==> src/verilog/cache_types_pkg.sv <==
package cache_types_pkg;

    // Associativity is fixed by the 3-bit PLRU tree
    localparam int WAYS = 4;

    // CPU side data word and its byte write mask
    typedef logic [31:0] word_t;
    typedef logic [3:0]  wmask_t;

    // One cache line, 32 bytes
    typedef logic [255:0] line_t;

    // Byte address without the 5 offset bits, also stored as the tag
    typedef logic [26:0] line_addr_t;

    typedef logic [1:0] way_t;

    // Bit 0 root, bit 1 picks within ways 0-1, bit 2 within ways 2-3
    typedef logic [2:0] plru_t;

    typedef struct packed {
        logic [31:0] addr;
        word_t       wdata;
        wmask_t      wmask;
    } cpu_req_t;

    typedef struct packed {
        line_addr_t line_addr;
        line_t      wdata;
    } mem_req_t;

    typedef enum logic [1:0] {
        idle_s,
        compare_s,
        writeback_s,
        allocate_s
    } cache_state_t;

endpackage : cache_types_pkg
==> src/verilog/cache_control.sv <==
module cache_control (
    input  logic                          clk,
    input  logic                          reset,
    input  logic                          cpu_valid,
    input  logic                          cpu_write,
    input  logic                          hit,
    input  logic                          victim_dirty,
    input  logic                          mem_resp,
    output cache_types_pkg::cache_state_t state,
    output logic                          cpu_resp,
    output logic                          mem_read,
    output logic                          mem_write,
    output logic                          fill_we,
    output logic                          store_we,
    output logic                          plru_we
);
    import cache_types_pkg::*;

    cache_state_t next_state;

    always_ff @(posedge clk) begin
        if (reset) begin
            state <= idle_s;
        end else begin
            state <= next_state;
        end
    end

    always_comb begin
        next_state = state;
        cpu_resp   = 1'b0;
        mem_read   = 1'b0;
        mem_write  = 1'b0;
        fill_we    = 1'b0;
        store_we   = 1'b0;
        plru_we    = 1'b0;

        case (state)
            idle_s: begin
                if (cpu_valid) begin
                    next_state = compare_s;
                end
            end

            compare_s: begin
                if (hit) begin
                    // Respond, touch the tree, commit a store
                    cpu_resp   = 1'b1;
                    plru_we    = 1'b1;
                    store_we   = cpu_write;
                    next_state = idle_s;
                end else if (victim_dirty) begin
                    next_state = writeback_s;
                end else begin
                    next_state = allocate_s;
                end
            end

            writeback_s: begin
                mem_write = 1'b1;
                if (mem_resp) begin
                    next_state = allocate_s;
                end
            end

            allocate_s: begin
                mem_read = 1'b1;
                if (mem_resp) begin
                    // Install fetched line, then retry as a hit
                    fill_we    = 1'b1;
                    next_state = compare_s;
                end
            end

            default: begin
                next_state = idle_s;
            end
        endcase
    end

endmodule : cache_control

==> config.mk <==
export PLATFORM = sky130hd
export DESIGN_NAME = cache_control
export DESIGN_NICKNAME = d
export VERILOG_FILES = /design/src/verilog/cache_types_pkg.sv /design/src/verilog/cache_control.sv
export SDC_FILE = /design/constraint.sdc
export NUM_CORES = 1
export LEC_CHECK = 0
export ABC_AREA = 1
export BUFFER_PORTS_ARGS = -buffer_cell sky130_fd_sc_hd__buf_2
export CAP_MARGIN = 30
export CORE_AREA = 3 3 40 42
export CTS_BUF_LIST = sky130_fd_sc_hd__clkbuf_8
export CTS_CLUSTER_SIZE = 24
export DETAILED_ROUTE_END_ITERATION = 12
export DIE_AREA = 0 0 43 45
export PLACE_DENSITY_LB_ADDON = 0.08
export SKIP_CTS_REPAIR_TIMING = 1
export SYNTH_ARGS = -nofsm -noshare
export SYNTH_HDL_FRONTEND = slang
export SYNTH_SLANG_ARGS = --single-unit
==> constraint.sdc <==
create_clock -name clk -period 2.31 [get_ports clk]
set_input_delay 0 -clock clk [delete_from_list [all_inputs] [get_ports clk]]
set_output_delay 0 -clock clk [all_outputs]
set_load 0.02 [all_outputs]
Word level (Yosys, flattened, before mapping)
Cells that the tools add are included.

Equal/unequal tests: 6. Muxes and demuxes: 14. Reductions and logical operators: 2.

Operator list (number): 1-bit two-way mux (9); 2-bit two-way mux (4); 2-bit one-hot mux with 4 select lines (1); 2-bit != test (second input constant) (3); 2-bit equality test (second input constant) (2); 3-bit AND reduction (1); 2-bit by 1-bit equality test with 1-bit output (second input constant) (1); 2-bit zero test (1).

Bits in registers: 2. Input port bits: 7.

Logic depth before layout (Yosys ltp)
Gate-level depths: netlist (run 1).

Depth in word-level cells: 3. Mapped depth: 7. Depth with buffers taken out: 7.

Worst setup path after synthesis (run 1)
Ideal clock, no wire load.

Path type: flip-flop to flip-flop. Start: register state[0]. End: register state[0]. Setup time: 0.113 ns. Arrival: 1.279 ns. Required time: 2.197 ns. Path slack: 0.918 ns. Stages on the path, launching flop included: 7. Cell sequence: dfxtp_1 bufinv_8 ha_1 nor2_1 nand2_1 nor2_1 nor2_1.

Cells in the longest elaborated chain, start to end: 3. Elaborated cells on any way between the ends: 9. Those cells by class: eq/ne (6); mux (1); reduce/logical (2).

Ends and longest elaborated chain: start: declaration (RTL line cache_control.sv:9) `output cache_types_pkg::cache_state_t state,`; start signal: assignment (RTL line cache_control.sv:23) `state <= idle_s;`; start signal: assignment (RTL line cache_control.sv:25) `state <= next_state;`; 2-bit equality test / 2-bit zero test (equally long branches) (RTL line cache_control.sv:38) `case (state)`; 2-bit != test (no line); 3-bit AND reduction (no line).

Several ways; a longest one is shown, not always the timed one. A chain may end at the register's enable or synchronous reset.

Final worst setup path (run 1)
Start: register state[1]. End: register state[0].

The elaborated chain is that of the path after synthesis.

==> results.py, run 1 <==
metrics = {
    "detailed_routing": {
        "finalWirelength_microns": 535,
        "post_drt_wl_per_cell_microns": 7.54,
        "ant_nets": 0,
        "firstDrtPassIters": 3,
        "via_count": 250,
        "drt-initial-drc-count": 1,
        "routed_via_density": 3.52,
        "drc": 0,
    },
    "die": {
        "num_rows": 13,
        "die-area_sq_um": 1940,
        "ios": 15,
        "initial_core_util_pct": 20.8,
        "die_y_microns": 45,
        "core-area_sq_um": 1280,
        "fp.dieW_microns": 43,
    },
    "pwr": {
        "p_comb_share_pct": 59.0,
        "p_clk_share_pct": 27.1,
        "seqPwrFrac_pct": 13.8,
        "p_leak_nw": 0.259,
        "swShare_pct": 40.9,
        "ir_drop_uv": 369,
        "power_density_nw_per_um2": 1310,
        "switching_power_mw": 0.209,
        "p_int_mw": 0.301,
    },
    "setup_path": {
        "reg2reg_from": "state[1]$_SDFFE_PP0P_",
        "end_kind": "flop",
        "path_cells": "bufinv_8, ha_1, inv_1, nor2_1, nand2_1, nor2_1, nor2_1",
        "path_max_fanout": 5,
        "critPathMaxStageDelay_ps": 380,
        "worstPathRequired_ps": 2410,
        "cp_slowest_cell": "dfxtp_1",
        "crit_arrival_ps": 1390,
        "cp_top_family": "flip-flops",
        "cp_common_cell": "nor2_1",
        "start_kind": "flop",
        "regToRegSetupSlack_ps": 1020,
        "critical_path.startpoint": "state[1]$_SDFFE_PP0P_",
        "worst-setup-path-type": "flop to flop",
        "rr_endpoint": "state[0]$_SDFFE_PP0P_",
        "crit_buf_inv": 2,
        "r2r_cells": 7,
    },
    "finish": {
        "fin_cells": 71,
        "antenna_cells": 0,
        "area_growth_pct": 45.8,
        "reg.largest.list": "state x2",
        "final_util_pct": 30.4,
        "largest_reg_flops": 2,
        "final_nets": 70,
        "layout_commonest_cell": "buf_2",
        "top_register": "state",
        "finalInstanceArea_sq_um": 390,
        "final_cell_mix": "buf_2, nand2_1, inv_1",
        "drive_gt1_share_pct": 37.5,
    },
    "timing": {
        "fmax_ghz": 0.773,
        "layout_setup_ws_ps": 1020,
        "hold_violations": 0,
        "setup_violations": 0,
        "fin_skew_ps": 3.38,
        "slew_viol_final": 0,
        "tns_ps": 0,
        "relSlewSlack_pct": 89.1,
        "tightestPinTransition_ps": 164,
        "rsz0062_at_grt": "false",
        "post-route-period-util_pct": 56.0,
        "period_needed_ps": 1290,
    },
    "place": {
        "dpl_worst_slack_ps": 1000,
        "numPortBuffers": 14,
        "detailed_place_hpwl_microns": 442,
        "place.gp.congestion": 0.650,
        "post-place-cells": 68,
        "dpl_cell_area_sq_um": 349,
    },
    "cts": {
        "insertion_delay_ps": 210,
        "path_clk_slew_ps": 30,
        "root_buffer": "clkbuf_8",
        "ctsLongestPathBuffers": 2,
        "cts_tree": "built",
        "htree_levels": 1,
        "clock-sinks": 2,
        "cts_made_buffers": 3,
    },
    "min_path": {
        "hold_class": "input port to flop",
        "hold_end": "state[1]$_SDFFE_PP0P_",
        "holdPathStages": 4,
        "hp-start": "reset",
    },
    "logic_synthesis": {
        "syn_area_per_cell_sq_um": 6.69,
        "ys_ff_latch": 2,
        "yosysWarnings": 0,
        "seq_area_frac_synth_pct": 15.0,
        "synthDistinctLibCells": 10,
        "syn_inst": 40,
        "syn_area_sq_um": 268,
        "syn_nets": 52,
    },
    "global_routing": {
        "gr-total-overflow": 0,
        "grt_max_degree": 6,
        "grt_usage_pct": 6.98,
        "grt_pass1_wl_microns": 938,
        "antenna_found_initial": 0,
        "grt_pass1_vias": 214,
    },
    "run_status": {
        "status": "finished clean",
    },
    "flow_run": {
        "max-cap-violations": 0,
    },
}
==> worst max-delay path by stage <==
stage | cells after the start | endpoint | slack, ps
after floorplan | 6 | state[0]$_SDFFE_PP0P_ | 920
after global placement | 7 | state[0]$_SDFFE_PP0P_ | 990
after detailed placement | 7 | state[0]$_SDFFE_PP0P_ | 1000
after CTS | 7 | state[0]$_SDFFE_PP0P_ | 990
after global routing | 7 | state[0]$_SDFFE_PP0P_ | 850
final | 7 | state[0]$_SDFFE_PP0P_ | 1020
==> power by group through the flow <==
stage               registers, mW  clock network (mW)  logic (mW)
floorplan                  0.0874                   0       0.227
global placement           0.0740                   0       0.311
detailed placement         0.0721                   0       0.307
CTS                        0.0719               0.145       0.307
global route               0.0756               0.151       0.339
finish                     0.0705               0.138       0.301
==> final cells by class <==
| cell class | instances | area [sq um] |
|---|---|---|
| inverter | 11 | 68.8 |
| timing repair buffer | 14 | 70.1 |
| clock buffer | 3 | 41.3 |
| multi-input combinational | 26 | 151 |
| fill | 142 | 895 |
| tap | 15 | 18.8 |
| sequential | 2 | 40.0 |
==> cells in the mapped netlist <==
master	number	area (sq um)
nand2_2	1	6.26
ha_1	5	62.6
dfxtp_1	2	40.0
bufinv_8	2	35.0
buf_4	1	7.51
nand2_1	11	41.3
nand3_2	1	10.0
a21oi_1	1	5.00
nor2_1	7	26.3
inv_1	9	33.8
==> metrics by stage <==
step	hold slack, ps	total power, mW
after floorplan	119	0.314
after global placement	251	0.385
after detailed placement	246	0.379
after CTS	20.3	0.524
after global routing	34.9	0.566
final	27.8	0.510
==> kinds of logic (layout without fill, tap and decap cells) <==
logic type	count (synthesis)	in the layout	synth area share [%]
buf+inv	12	28	28.5
fa+ha+maj	5	5	23.4
simple gates	20	20	31.3
compound gates	1	1	1.87
flops	2	2	15.0
==> metal layers <==
metal / GRT usage, % / vias up / share of wire [%]
met5: 0 / - / 0
met4: 7.23 / 0 / 0
met3: 3.19 / 0 / 14
met2: 7.78 / 12 / 39
met1: 9.11 / 95 / 46
li1: - / 143 / -
==> worst reg2reg max path, cell delays in order (launching register included) <==
cell and delay [ps]:
dfxtp_1 380, bufinv_8 210, ha_1 260, inv_1 40, nor2_1 80, nand2_1 50, nor2_1 100, nor2_1 50
Power figures use the tool's default switching activity.
==> run 2, diff against run 1 <==
--- a/config.mk
+++ b/config.mk
@@ -5,7 +5,7 @@
 export SDC_FILE = /design/constraint.sdc
 export NUM_CORES = 1
 export LEC_CHECK = 0
-export ABC_AREA = 1
+export ABC_AREA = 0
 export BUFFER_PORTS_ARGS = -buffer_cell sky130_fd_sc_hd__buf_2
 export CAP_MARGIN = 30
 export CORE_AREA = 3 3 40 42
==> constraint.sdc (replaced) <==
create_clock -name clk -period 1.1 [get_ports clk]
set_input_delay 0 -clock clk [delete_from_list [all_inputs] [get_ports clk]]
set_output_delay 0 -clock clk [all_outputs]
set_load 0.02 [all_outputs]
==> run 2 against run 1 <==
Compared with the run above: the run now ends with negative setup slack left; power is 18% higher; synthesized cell count is 38% lower; register-to-register slack worse by 1100 ps; critical path depth is 2 lower; sequential power is 48% higher; die area stayed put; clock power is 110% higher; largest cell class unchanged.
==> results.py, run 2 <==
metrics = {
    "logic_synthesis": {
        "synth.area.top_cells": "ha_1, dfxtp_1, o21bai_4, and2_1, inv_1",
        "synth_top_area_share_pct": 26.9,
        "ys_ff_latch": 2,
        "synth.largest_area_cell": "ha_1",
        "synthDistinctLibCells": 17,
        "ys.flop_type": "dfxtp_1",
        "syn_nets": 37,
        "syn_inst": 25,
        "yosysWarnings": 0,
        "syn_area_sq_um": 233,
        "synth_edf_count": 0,
        "syn_area_per_cell_sq_um": 9.31,
        "synth_most_common_cell": "ha_1",
        "seq_area_frac_synth_pct": 17.2,
        "synthArstFlopShare_pct": 0,
        "synth_common_cells": "ha_1, inv_1, and2_1, dfxtp_1",
    },
    "timing": {
        "post-route-period-util_pct": 106,
        "tns_ps": -233,
        "fin_skew_ps": 2.82,
        "relSlewSlack_pct": 86.3,
        "layout_setup_ws_ps": -65.1,
        "hold_violations": 0,
        "setup_violations": 5,
        "fmax_ghz": 0.858,
        "slew_viol_final": 0,
        "tightestPinTransition_ps": 204,
        "rsz0062_at_grt": "true",
        "period_needed_ps": 1170,
    },
    "cts": {
        "cts_made_buffers": 3,
        "ctsLongestPathBuffers": 2,
        "htree_levels": 1,
        "root_buffer": "clkbuf_8",
        "path_clk_slew_ps": 30,
        "insertion_delay_ps": 210,
        "clock-sinks": 2,
        "cts_tree": "built",
    },
    "global_routing": {
        "grt_max_degree": 6,
        "grt_usage_pct": 7.48,
        "antenna_found_initial": 0,
        "gr-total-overflow": 0,
        "grt_pass1_vias": 226,
        "grt_pass1_wl_microns": 924,
    },
    "setup_path": {
        "worstPathRequired_ps": 1100,
        "crit_arrival_ps": 1170,
        "start_kind": "flop",
        "reg2reg_from": "state[0]$_SDFFE_PP0P_",
        "r2r_cells": 5,
        "path_max_fanout": 4,
        "regToRegSetupSlack_ps": -40,
        "rr_endpoint": "state[0]$_SDFFE_PP0P_",
        "worst-setup-path-type": "flop to primary output",
        "end_kind": "primary output",
    },
    "finish": {
        "largest_reg_flops": 2,
        "layout_commonest_cell": "buf_2",
        "area_growth_pct": 118,
        "fin_cells": 59,
        "final_cell_mix": "buf_2, ha_4, buf_6",
        "antenna_cells": 0,
        "seqCellArea_sq_um": 47.5,
        "reg.largest.list": "state x2",
        "top_register": "state",
        "drive_gt1_share_pct": 81.8,
        "fillers": 133,
        "multi_input_area_sq_um": 260,
        "final_nets": 58,
    },
    "die": {
        "num_rows": 13,
        "ios": 15,
        "die-area_sq_um": 1940,
        "fp.dieW_microns": 43,
        "die_y_microns": 45,
        "core-area_sq_um": 1280,
        "initial_core_util_pct": 18.1,
    },
    "min_path": {
        "holdPathStages": 4,
        "hold_class": "input port to flop",
        "hold_end": "state[0]$_SDFFE_PP0P_",
        "hp-start": "victim_dirty",
    },
    "detailed_routing": {
        "drc": 0,
        "wl_met2_microns": 271,
        "firstDrtPassIters": 1,
        "post_drt_wl_per_cell_microns": 10.4,
        "ant_nets": 0,
        "dr_wl_met3_microns": 81,
        "routed_via_density": 4.24,
        "top_layer_used": "met4",
        "drt-initial-drc-count": 0,
        "wl_met1_microns": 234,
        "finalWirelength_microns": 616,
        "via_count": 250,
    },
    "place": {
        "place.gp.congestion": 0.700,
        "numPortBuffers": 14,
        "post-place-cells": 54,
        "detailed_place_hpwl_microns": 469,
    },
    "run_status": {
        "status": "finished, violations left",
        "violations": "negative setup slack",
    },
    "pwr": {
        "ir_drop_uv": 467,
        "p_leak_nw": 0.217,
        "power_density_nw_per_um2": 1190,
    },
    "flow_run": {
        "max-cap-violations": 0,
    },
}
==> run 2: cell types whose count changed after synthesis, moves of 2 or more <==
| cell | change |
|---|---|
| nand2_1 | -10 |
| nor2_1 | -7 |
| inv_1 | -6 |
| and2_1 | +2 |
| bufinv_8 | -2 |
==> run 2: metal layers <==
layer,track usage (%),vias to the layer above
met1,7.18,107
met4,10.8,0
li1,-,125
met2,9.58,14
met3,3.98,4
met5,0,-
==> run 2: logic make-up after synthesis <==
logic type,Yosys count,synth area share (%)
simple gates,8,22.6
buf+inv,4,8.07
compound gates,6,25.3
flops,2,17.2
fa+ha+maj,5,26.9
==> run 2: area by class of cell <==
class | count | area share, %
well taps | 15 | 3.70
multi-input cells | 19 | 51.4
clock buffers | 3 | 8.15
inverters | 3 | 4.20
flip-flops and latches | 2 | 9.38
repair buffers | 17 | 23.2
==> run 2: metrics by stage <==
step	hold slack, ps	setup WS, ps	area, sq um	utilization (%)	power [mW]
3_5_place_dp	197	-54.6	404	31.5	0.268
3_3_place_gp	187	-23.0	404	31.5	0.268
2_1_floorplan	68.3	-24.6	315	-	0.221
4_1_cts	-26.0	-141	445	34.7	0.568
5_1_grt	162	-98.5	507	39.4	0.637
6_report	120	-65.1	507	39.4	0.601
==> run 2: worst max-delay path by stage <==
stage	from	to	slack (ps)	cells past startpoint
after detailed placement	state[1]$_SDFFE_PP0P_	state[0]$_SDFFE_PP0P_	-50	5
after CTS	state[1]$_SDFFE_PP0P_	cpu_resp	-140	5
after global placement	state[1]$_SDFFE_PP0P_	state[0]$_SDFFE_PP0P_	-20	5
final	state[1]$_SDFFE_PP0P_	store_we	-70	5
after global routing	state[0]$_SDFFE_PP0P_	state[0]$_SDFFE_PP0P_	-100	5
after floorplan	state[1]$_SDFFE_PP0P_	state[0]$_SDFFE_PP0P_	-20	5
==> run 2: where the power goes <==
group / internal, mW / switching (mW)
logic: 0.113 / 0.0958
clock network: 0.231 / 0.0567
registers: 0.0815 / 0.0223
==> run 2: critical path, stage by stage, from the launching register on <==
cell     delay (ps)
dfxtp_4         390
inv_6            50
ha_4            150
buf_6           100
and3_4          130
buf_6           120
==> run 3, diff against run 2 <==
--- a/config.mk
+++ b/config.mk
@@ -13,6 +13,7 @@
 export CTS_CLUSTER_SIZE = 24
 export DETAILED_ROUTE_END_ITERATION = 12
 export DIE_AREA = 0 0 43 45
+export MAX_ROUTING_LAYER = met4
 export PLACE_DENSITY_LB_ADDON = 0.08
 export SKIP_CTS_REPAIR_TIMING = 1
 export SYNTH_ARGS = -nofsm -noshare
==> run 3 against run 2 <==
Compared with the run above: the flow still finishes with violations (negative setup slack); critical endpoint unchanged; non-clock buffer count is the same; largest cell class unchanged; flip-flop and latch count did not move; final area unchanged; highest routed layer unchanged; largest power group unchanged.
==> results.py, run 3 (synthesized netlist as in run 2, its figures left out) <==
metrics = {
    "run_status": {
        "status": "finished, violations left",
        "violations": "negative setup slack",
    },
    "finish": {
        "top_register": "state",
        "layout_commonest_cell": "buf_2",
        "reg.largest.list": "state x2",
        "largest_reg_flops": 2,
        "final_util_pct": 39.4,
        "final_nets": 58,
        "final_cell_mix": "buf_2, ha_4, buf_6",
        "drive_gt1_share_pct": 81.8,
        "area_growth_pct": 118,
        "antenna_cells": 0,
        "finalInstanceArea_sq_um": 507,
    },
    "flow_run": {
        "max-cap-violations": 0,
    },
    "cts": {
        "cts_tree": "built",
        "cts_made_buffers": 3,
        "clock-sinks": 2,
        "root_buffer": "clkbuf_8",
        "path_clk_slew_ps": 30,
        "htree_levels": 1,
        "insertion_delay_ps": 210,
        "ctsLongestPathBuffers": 2,
    },
    "pwr": {
        "swShare_pct": 29.1,
        "switching_power_mw": 0.175,
        "p_clk_share_pct": 48.0,
        "p_comb_share_pct": 34.8,
        "p_int_mw": 0.426,
        "seqPwrFrac_pct": 17.3,
        "power_density_nw_per_um2": 1190,
        "p_leak_nw": 0.217,
        "ir_drop_uv": 467,
        "power.total_mw": 0.601,
    },
    "setup_path": {
        "worst-setup-path-type": "flop to primary output",
        "cp_common_cell": "buf_6",
        "worstSetupPathDepth": 5,
        "end_kind": "primary output",
        "crit_arrival_ps": 1170,
        "cp_top_family": "flip-flops",
        "r2r_cells": 5,
        "worstPathRequired_ps": 1100,
        "start_kind": "flop",
        "cp_slowest_cell": "dfxtp_4",
        "critPathMaxStageDelay_ps": 390,
        "path_cells": "inv_6, ha_4, buf_6, and3_4, buf_6",
        "crit_buf_inv": 3,
        "path_max_fanout": 4,
    },
    "timing": {
        "rsz0062_at_grt": "true",
        "tightestPinTransition_ps": 204,
        "setup_violations": 5,
        "layout_setup_ws_ps": -65.1,
        "fmax_ghz": 0.858,
        "fin_skew_ps": 2.82,
        "period_needed_ps": 1170,
        "hold_violations": 0,
        "post-route-period-util_pct": 106,
        "slew_viol_final": 0,
        "fin_hold_ws_ps": 120,
        "relSlewSlack_pct": 86.3,
    },
    "min_path": {
        "hold_class": "input port to flop",
        "holdPathStages": 4,
    },
    "global_routing": {
        "grt_usage_pct": 7.70,
        "grt_pass1_vias": 226,
        "grt_pass1_wl_microns": 924,
        "grt_max_degree": 6,
        "gr-total-overflow": 0,
        "antenna_found_initial": 0,
    },
    "place": {
        "detailed_place_hpwl_microns": 469,
        "dpl_cell_area_sq_um": 404,
        "place.gp.congestion": 0.708,
        "numPortBuffers": 14,
    },
    "die": {
        "ios": 15,
        "die-area_sq_um": 1940,
        "fp.dieW_microns": 43,
        "num_rows": 13,
        "die_y_microns": 45,
        "core-area_sq_um": 1280,
        "initial_core_util_pct": 18.1,
    },
    "detailed_routing": {
        "post_drt_wl_per_cell_microns": 10.4,
        "drc": 0,
        "firstDrtPassIters": 1,
        "routed_via_density": 4.24,
        "via_count": 250,
        "drt-initial-drc-count": 0,
        "finalWirelength_microns": 616,
        "ant_nets": 0,
    },
}
[run 3: path summary, 6_finish.rpt]
path                          from                     to  slack [ps]
min                   victim_dirty  state[0]$_SDFFE_PP0P_         120
min reg2reg  state[0]$_SDFFE_PP0P_  state[0]$_SDFFE_PP0P_         570
max          state[1]$_SDFFE_PP0P_               store_we         -70
max reg2reg  state[0]$_SDFFE_PP0P_  state[0]$_SDFFE_PP0P_         -40
[run 3: power groups by stage]
stage                     combinational, mW  sequential [mW]  clock (mW)
after floorplan                       0.108            0.113           0
after global placement                0.162            0.106           0
after detailed placement              0.162            0.106           0
after CTS                             0.163            0.106       0.300
after global routing                  0.226            0.106       0.305
final                                 0.209            0.104       0.288
[run 3: metrics by stage]
stage,instances,setup slack (ps),TNS (ps)
after floorplan,25,-24.6,-46.2
after global placement,54,-23.0,-33.5
after detailed placement,54,-54.6,-58.9
after CTS,57,-141,-477
after global routing,59,-98.5,-441
final,59,-65.1,-233
[run 3: final cells by class]
type	instances	area, sq um
flip-flops and latches	2	47.5
inverters	3	21.3
well taps	15	18.8
clock buffers	3	41.3
multi-input cells	19	260
repair buffers	17	118
fillers	133	778
[run 3: tightest hold or removal path, stage by stage]
cell      delay [ps]
buf_2             70
inv_1             30
a21oi_2          100
a311oi_1          80
[run 3: layer usage]
layer,global-route usage [%],wire length [microns],share of wire (%),vias up
met3,3.98,75,12,4
met4,10.8,29,4.7,0
met2,9.58,271,44,14
met5,-,0,0,-
met1,7.18,240,39,107
li1,-,-,-,125
